$ cat src/yuv_stream_pkg.sv
package yuv_stream_pkg;

   // stream type codes carried next to every item
   localparam int dtype_width = 4;

   typedef logic [dtype_width-1:0] dtype_t;

   // one colour channel
   typedef logic [7:0] pixel_t;

   localparam dtype_t dtype_frame_start = 4'd1;
   localparam dtype_t dtype_frame_end   = 4'd2;
   localparam dtype_t dtype_row_start   = 4'd3;
   localparam dtype_t dtype_row_end     = 4'd4;
   localparam dtype_t dtype_pixel       = 4'd8;

   // only the pixel code has bit 3 set
   localparam dtype_t dtype_pixel_mask  = 4'b1000;

   // image geometry
   localparam int max_cols  = 1288;
   localparam int col_width = 11;

   // byte lanes of the output path
   localparam int chunk_width = 24;
   localparam int word_width  = 32;
   localparam int obuf_width  = word_width + chunk_width;
   localparam int word_bytes  = word_width / 8;

   // enough for a partial word plus one full chunk, counted in bytes
   localparam int fill_width  = $clog2(obuf_width / 8 + 1);

endpackage

$ cat src/word_packer.sv
`timescale 1ns/10ps

module word_packer
   import yuv_stream_pkg::*;
(
   input  logic                   clk,
   input  logic                   resetb,
   input  logic                   chunk_dv,
   input  dtype_t                 chunk_dtype,
   input  logic [chunk_width-1:0] chunk,
   input  logic                   chunk_len,
   output logic                   dvo,
   output dtype_t                 dtypeo,
   output logic [word_width-1:0]  datao
);

   logic                  pixel_in;
   logic                  frame_start;
   logic                  frame_end;
   logic                  flush;
   logic                  flushed;
   logic                  word_done;
   logic [fill_width-1:0] fill;
   logic [fill_width-1:0] next_fill;
   logic [fill_width-1:0] rem_fill;
   logic [obuf_width-1:0] obuf;
   logic [obuf_width-1:0] next_obuf;
   logic [obuf_width-1:0] aligned;
   logic [word_width-1:0] word;

   assign pixel_in    = chunk_dv && |(chunk_dtype & dtype_pixel_mask);
   assign frame_start = chunk_dv && (chunk_dtype == dtype_frame_start);
   assign frame_end   = chunk_dv && (chunk_dtype == dtype_frame_end);
   assign flush       = frame_end && (fill != '0);

   // newest byte sits in the lowest lane of the accumulator
   always_comb begin
      next_obuf = obuf;
      next_fill = fill;
      if (flush) begin
         // move pending bytes to the top of the word, zeros pad the tail
         next_obuf = obuf << {fill_width'(word_bytes) - fill, 3'b000};
         next_fill = fill_width'(word_bytes);
      end else if (pixel_in) begin
         if (chunk_len) begin
            next_obuf = {obuf[obuf_width-chunk_width-1:0], chunk};
            next_fill = fill + fill_width'(3);
         end else begin
            next_obuf = {obuf[obuf_width-9:0], chunk[chunk_width-1 -: 8]};
            next_fill = fill + fill_width'(1);
         end
      end
   end

   // oldest four bytes, remainder stays behind in the low lanes
   assign word_done = next_fill >= fill_width'(word_bytes);
   assign rem_fill  = next_fill - fill_width'(word_bytes);
   assign aligned   = next_obuf >> {rem_fill, 3'b000};
   assign word      = aligned[word_width-1:0];

   always_ff @(posedge clk) begin
      obuf <= next_obuf;
   end

   always_ff @(posedge clk or negedge resetb) begin
      if (!resetb) begin
         fill    <= '0;
         flushed <= 1'b0;
         dvo     <= 1'b0;
         dtypeo  <= '0;
         datao   <= '0;
      end else begin
         flushed <= flush;

         // the source leaves one idle slot after a frame end
         if (flushed) begin
            dvo    <= 1'b1;
            dtypeo <= dtype_frame_end;
            datao  <= '0;
         end else if (flush) begin
            dvo    <= 1'b1;
            dtypeo <= dtype_pixel;
            datao  <= {<<8{word}};
         end else if (pixel_in) begin
            dvo    <= word_done;
            dtypeo <= chunk_dtype;
            if (word_done) begin
               // first byte ends up in bits 7:0
               datao <= {<<8{word}};
            end
         end else if (chunk_dv) begin
            // markers pass through with an empty payload
            dvo    <= 1'b1;
            dtypeo <= chunk_dtype;
            datao  <= '0;
         end else begin
            dvo <= 1'b0;
         end

         if (frame_start) begin
            fill <= '0;
         end else if (word_done) begin
            fill <= rem_fill;
         end else begin
            fill <= next_fill;
         end
      end
   end

endmodule

$ cat config.mk
export PLATFORM = sky130hd
export DESIGN_NAME = word_packer
export DESIGN_NICKNAME = d
export VERILOG_FILES = /design/src/yuv_stream_pkg.sv /design/src/word_packer.sv
export SDC_FILE = /design/constraint.sdc
export NUM_CORES = 1
export LEC_CHECK = 0
export ABC_AREA = 1
export BUFFER_PORTS_ARGS = -buffer_cell sky130_fd_sc_hd__buf_2
export CORE_UTILIZATION = 67
export CTS_BUF_LIST = sky130_fd_sc_hd__clkbuf_4
export DETAILED_ROUTE_END_ITERATION = 6
export GPL_ROUTABILITY_DRIVEN = 0
export PLACE_DENSITY = 0.87
export RECOVER_POWER = 50
export SLEW_MARGIN = 10
export SYNTH_ARGS = -nofsm -noshare
export SYNTH_HDL_FRONTEND = slang
export SYNTH_SLANG_ARGS = --single-unit
$ cat constraint.sdc
create_clock -name clk -period 5.5 [get_ports clk]
set_input_delay 1.1 -clock clk [delete_from_list [all_inputs] [get_ports clk]]
set_output_delay 1.1 -clock clk [all_outputs]
set_load 0.03 [all_outputs]
==> insert_results.sql <==
INSERT INTO impl_metrics (metric_group, metric, value, unit) VALUES
('run_status', 'outcome', 'finished with violations', ''),
('run_status', 'violated_checks', 'capacitance limit, slew limit', ''),
('clock_tree', 'cts-root-to-sink-buffers', '2', ''),
('grt', 'grt_pass1_vias', '7600', ''),
('timing', 'slew_headroom', '-58.1', '%'),
('yosys', 'synthCells', '1270', ''),
('floorplan', 'fp-row-count', '37', ''),
('timing', 'layout_setup_ws', '1.00', 'ns'),
('layout', 'final_core_density', '72.0', '%'),
('layout', 'layout-drive-gt1-share', '5.42', '%'),
('layout', 'finish.net_count', '1303', ''),
('clock_tree', 'clock-sinks', '97', ''),
('yosys', 'synthesis.yosys.warnings', '0', ''),
('placed_design', 'port_buffers', '68', ''),
('critical_path', 'start_kind', 'flop', ''),
('layout', 'syn2layout_area_growth', '2.89', '%'),
('floorplan', 'initial_cell_density_of_the_core', '70.0', '%'),
('timing', 'fin_skew', '0.0185', 'ns'),
('yosys', 'syn_area_per_cell', '5.77', 'um^2'),
('timing', 'tightestPinTransition', '2.37', 'ns'),
('route', 'postRouteAntennaNets', '0', ''),
('power', 'cellPowerDensity', '559', 'nW/um^2'),
('floorplan', 'die-area', '11400', 'um^2'),
('grt', 'maximum_number_of_pins_on_one_net_before_global_route_repair', '69', ''),
('timing', 'maxSlewViolCount', '101', ''),
('timing', 'final_hold_viol_count', '0', ''),
('clock_tree', 'cts_buffers', '9', ''),
('route', 'detailedRoute.firstIterationViolations', '1250', ''),
('placed_design', 'dp_hpwl', '14300', 'um'),
('power', 'irDropWorstVdd', '0.670', 'mV'),
('timing', 'max_clock_freq', '222', 'MHz'),
('floorplan', 'io-pin-count', '69', ''),
('layout', 'antennaDiodeCount', '0', ''),
('clock_tree', 'worst_setup_hold_path_clk_slew', '0.18', 'ns'),
('timing', 'post-route-period-util', '81.8', '%'),
('timing', 'hold-worst-slack', '0.502', 'ns'),
('critical_path', 'crit_fanout', '58', ''),
('yosys', 'synth_sequential_area_ratio', '29.3', '%'),
('clock_tree', 'cts_setup_buffers', '0', ''),
('grt', 'first_pass_grt_wire_length', '37700', 'um'),
('worst_hold_path', 'min-delay-start', 'datao[25]', ''),
('floorplan', 'die_h', '107', 'um'),
('floorplan', 'floorplan.core_area', '10500', 'um^2'),
('clock_tree', 'clock_tree.root_cell', 'sky130_fd_sc_hd__clkbuf_4', ''),
('route', 'drt-wirelength-per-cell', '16.5', 'um'),
('grt', 'overflow', '0', ''),
('placed_design', 'postPlaceCellArea', '7440', 'um^2'),
('clock_tree', 'resized_gates_after_cts', '0', ''),
('timing', 'fin_setup_tns', '0', 'ns'),
('layout', 'finalInstanceArea', '7540', 'um^2'),
('yosys', 'yosysUniqueCellTypes', '33', ''),
('route', 'drc', '0', ''),
('timing', 'timing.final.setup_violations', '0', ''),
('route', 'detailedRoute.firstPassIterationCount', '7', ''),
('critical_path', 'setup.worst_path.class', 'reg2reg', ''),
('grt', 'grt_use_total', '42.2', '%'),
('clock_tree', 'tritoncts', 'yes', ''),
('critical_path', 'ff_to_ff_start', 'fill[0]', ''),
('critical_path', 'timing.critical_path.required', '5.90', 'ns'),
('timing', 'fin_crit', '4.50', 'ns'),
('clock_tree', 'clock_insertion_delay_worst_skew', '0.50', 'ns'),
('grt', 'antenna_found_initial', '0', ''),
('clock_tree', 'htree_num_levels', '3', ''),
('route', 'detail_route.vias_per_cell', '6.11', ''),
('yosys', 'synth_area_leaders', 'sky130_fd_sc_hd__nand2_1 (28%), sky130_fd_sc_hd__nand3_1 (17%), sky130_fd_sc_hd__dfxtp_1 (15%)', ''),
('yosys', 'synth_top_area_share', '28.3', '%'),
('critical_path', 'worst-endpoint-arrival', '4.90', 'ns'),
('route', 'detail_route.wirelength', '23300', 'um'),
('job', 'drv.max_cap_violation_count', '2', ''),
('yosys', 'mappedNetlistNets', '1305', ''),
('critical_path', 'setup.worst_path.start', 'fill[0]', ''),
('yosys', 'synth.largest_area_cell', 'sky130_fd_sc_hd__nand2_1', ''),
('clock_tree', 'postCtsHoldBufs', '0', ''),
('yosys', 'post_synth_instance_area', '7330', 'um^2'),
('layout', 'nFillCells', '1004', ''),
('power', 'pleak', '0.00404', 'uW'),
('floorplan', 'die_width', '107', 'um'),
('timing', 'rsz0062_at_grt', 'no', ''),
('route', 'vias', '8602', ''),
('critical_path', 'timing.critical_path.to_type', 'flop', ''),
('worst_hold_path', 'worst_hold_path_type', 'reg2reg', ''),
('placed_design', 'worst_setup_slack_post_dpl', '1.46', 'ns'),
('yosys', 'yosys_register_bits', '97', '');
[cell usage after synthesis]
cell and number:
sky130_fd_sc_hd__conb_1 1, sky130_fd_sc_hd__clkinv_1 1, sky130_fd_sc_hd__nand4_1 6, sky130_fd_sc_hd__ha_1 2
sky130_fd_sc_hd__buf_1 2, sky130_fd_sc_hd__o211ai_1 8, sky130_fd_sc_hd__nand3_2 1, sky130_fd_sc_hd__nor4_1 1
sky130_fd_sc_hd__o21ai_1 5, sky130_fd_sc_hd__nand2_2 4, sky130_fd_sc_hd__a31oi_1 1, sky130_fd_sc_hd__o22ai_1 3
sky130_fd_sc_hd__nand3_4 1, sky130_fd_sc_hd__nand3_1 251, sky130_fd_sc_hd__buf_4 13, sky130_fd_sc_hd__buf_2 45
sky130_fd_sc_hd__inv_1 70, sky130_fd_sc_hd__dfxtp_1 56, sky130_fd_sc_hd__xor2_2 1, sky130_fd_sc_hd__clkbuf_1 28
sky130_fd_sc_hd__a21oi_1 33, sky130_fd_sc_hd__a211o_1 1, sky130_fd_sc_hd__dfrtp_1 41, sky130_fd_sc_hd__o21ai_2 1
sky130_fd_sc_hd__or2_2 2, sky130_fd_sc_hd__nand2_1 552, sky130_fd_sc_hd__fa_1 1, sky130_fd_sc_hd__inv_2 7
sky130_fd_sc_hd__o21ai_0 85, sky130_fd_sc_hd__and2_1 5, sky130_fd_sc_hd__nor2_1 34, sky130_fd_sc_hd__buf_6 3
sky130_fd_sc_hd__a21boi_0 5
[metal layers]
metal	GRT usage, %	vias to the layer above	routed length (um)
li1	-	4102	-
met4	23.1	0	1080
met5	0	-	0
met3	7.97	86	2970
met1	56.7	3777	9090
met2	63.7	637	10100
[critical path, stage by stage, from the launching register on]
cell	delay, ns
sky130_fd_sc_hd__dfrtp_1	0.36
sky130_fd_sc_hd__buf_4	0.52
sky130_fd_sc_hd__inv_1	0.14
sky130_fd_sc_hd__ha_1	0.32
sky130_fd_sc_hd__buf_4	0.29
sky130_fd_sc_hd__inv_1	1.49
sky130_fd_sc_hd__nand3_1	0.31
sky130_fd_sc_hd__nand3_1	0.16
sky130_fd_sc_hd__nand2_1	0.09
sky130_fd_sc_hd__nand3_1	0.20
sky130_fd_sc_hd__nand2_1	0.07
sky130_fd_sc_hd__nand2_1	0.06
sky130_fd_sc_hd__nand3_1	0.17
sky130_fd_sc_hd__nand2_1	0.11
sky130_fd_sc_hd__nand2_1	0.05
[worst paths after layout]
check                      depth (start not counted)   endpoint  slack (ns)
setup / recovery                                  14  datao[13]        1.00
hold / removal                                     2  datao[25]        0.50
setup reg to reg                                  14  datao[13]        1.00
hold reg to reg                                    2  datao[25]        0.50
max in group asynchronous                          1  datao[13]        2.87
min in group asynchronous                          1        dvo        1.29
[final cells by class]
type | count | area, um^2 | area share (%)
repair buffers | 78 | 364 | 4.83
well taps | 136 | 170 | 2.26
clock buffers | 9 | 67.6 | 0.896
multi-input cells | 1004 | 4400 | 58.4
flip-flops and latches | 97 | 2150 | 28.5
inverters | 78 | 293 | 3.88
clock inverters | 7 | 93.8 | 1.25
[through the flow]
step	total power, uW	instances
2_1_floorplan	3130	1270
3_3_place_gp	3640	1393
3_5_place_dp	3680	1393
4_1_cts	4130	1409
5_1_grt	4550	1409
6_report	4220	1409
[power by group]
part / internal, uW / total, uW / switching [uW]
Sequential: 883 / 1050 / 167
Clock: 154 / 455 / 300
Combinational: 776 / 2710 / 1930
Total: 1810 / 4220 / 2400
[cells in the final DEF (no fill, tap or decap), types with 2 or more instances in the layout]
cell / Yosys / layout
sky130_fd_sc_hd__a21boi_0: 5 / 5
sky130_fd_sc_hd__buf_4: 13 / 9
sky130_fd_sc_hd__nor2_1: 34 / 34
sky130_fd_sc_hd__o22ai_1: 3 / 3
sky130_fd_sc_hd__ha_1: 2 / 2
sky130_fd_sc_hd__and2_1: 5 / 5
sky130_fd_sc_hd__inv_1: 70 / 71
sky130_fd_sc_hd__clkbuf_4: 0 / 9
sky130_fd_sc_hd__nand3_1: 251 / 252
sky130_fd_sc_hd__inv_8: 0 / 5
sky130_fd_sc_hd__inv_2: 7 / 6
sky130_fd_sc_hd__o211ai_1: 8 / 8
sky130_fd_sc_hd__o21ai_0: 85 / 85
sky130_fd_sc_hd__or2_2: 2 / 2
sky130_fd_sc_hd__clkbuf_1: 28 / 39
sky130_fd_sc_hd__nand2_2: 4 / 3
sky130_fd_sc_hd__buf_2: 45 / 30
sky130_fd_sc_hd__nand4_1: 6 / 6
sky130_fd_sc_hd__a21oi_1: 33 / 33
sky130_fd_sc_hd__nand2_1: 552 / 553
sky130_fd_sc_hd__dfrtp_1: 41 / 41
sky130_fd_sc_hd__o21ai_1: 5 / 5
sky130_fd_sc_hd__dfxtp_1: 56 / 56
[flip-flops by register name, summed over array words and instances, names as in the netlist]
signal and cells:
fill 3, dvo 1, dtypeo 4, obuf 56, datao 32, flushed 1
[cell families (layout without fill, tap and decap cells)]
family                     after synthesis  in the layout  share of synthesized area (%)
other                                    1              1                         0.0512
adders and majority gates                3              3                          0.615
DFF                                     97             97                           29.3
and+or+nand+nor                        857            857                           49.1
AOI/OAI and AO/OA                      142            142                           10.3
xor gates and xnor gates                 1              1                          0.222
buffers and inverters                  169            172                           10.4
Note: power is estimated with default switching activity, not from simulation.
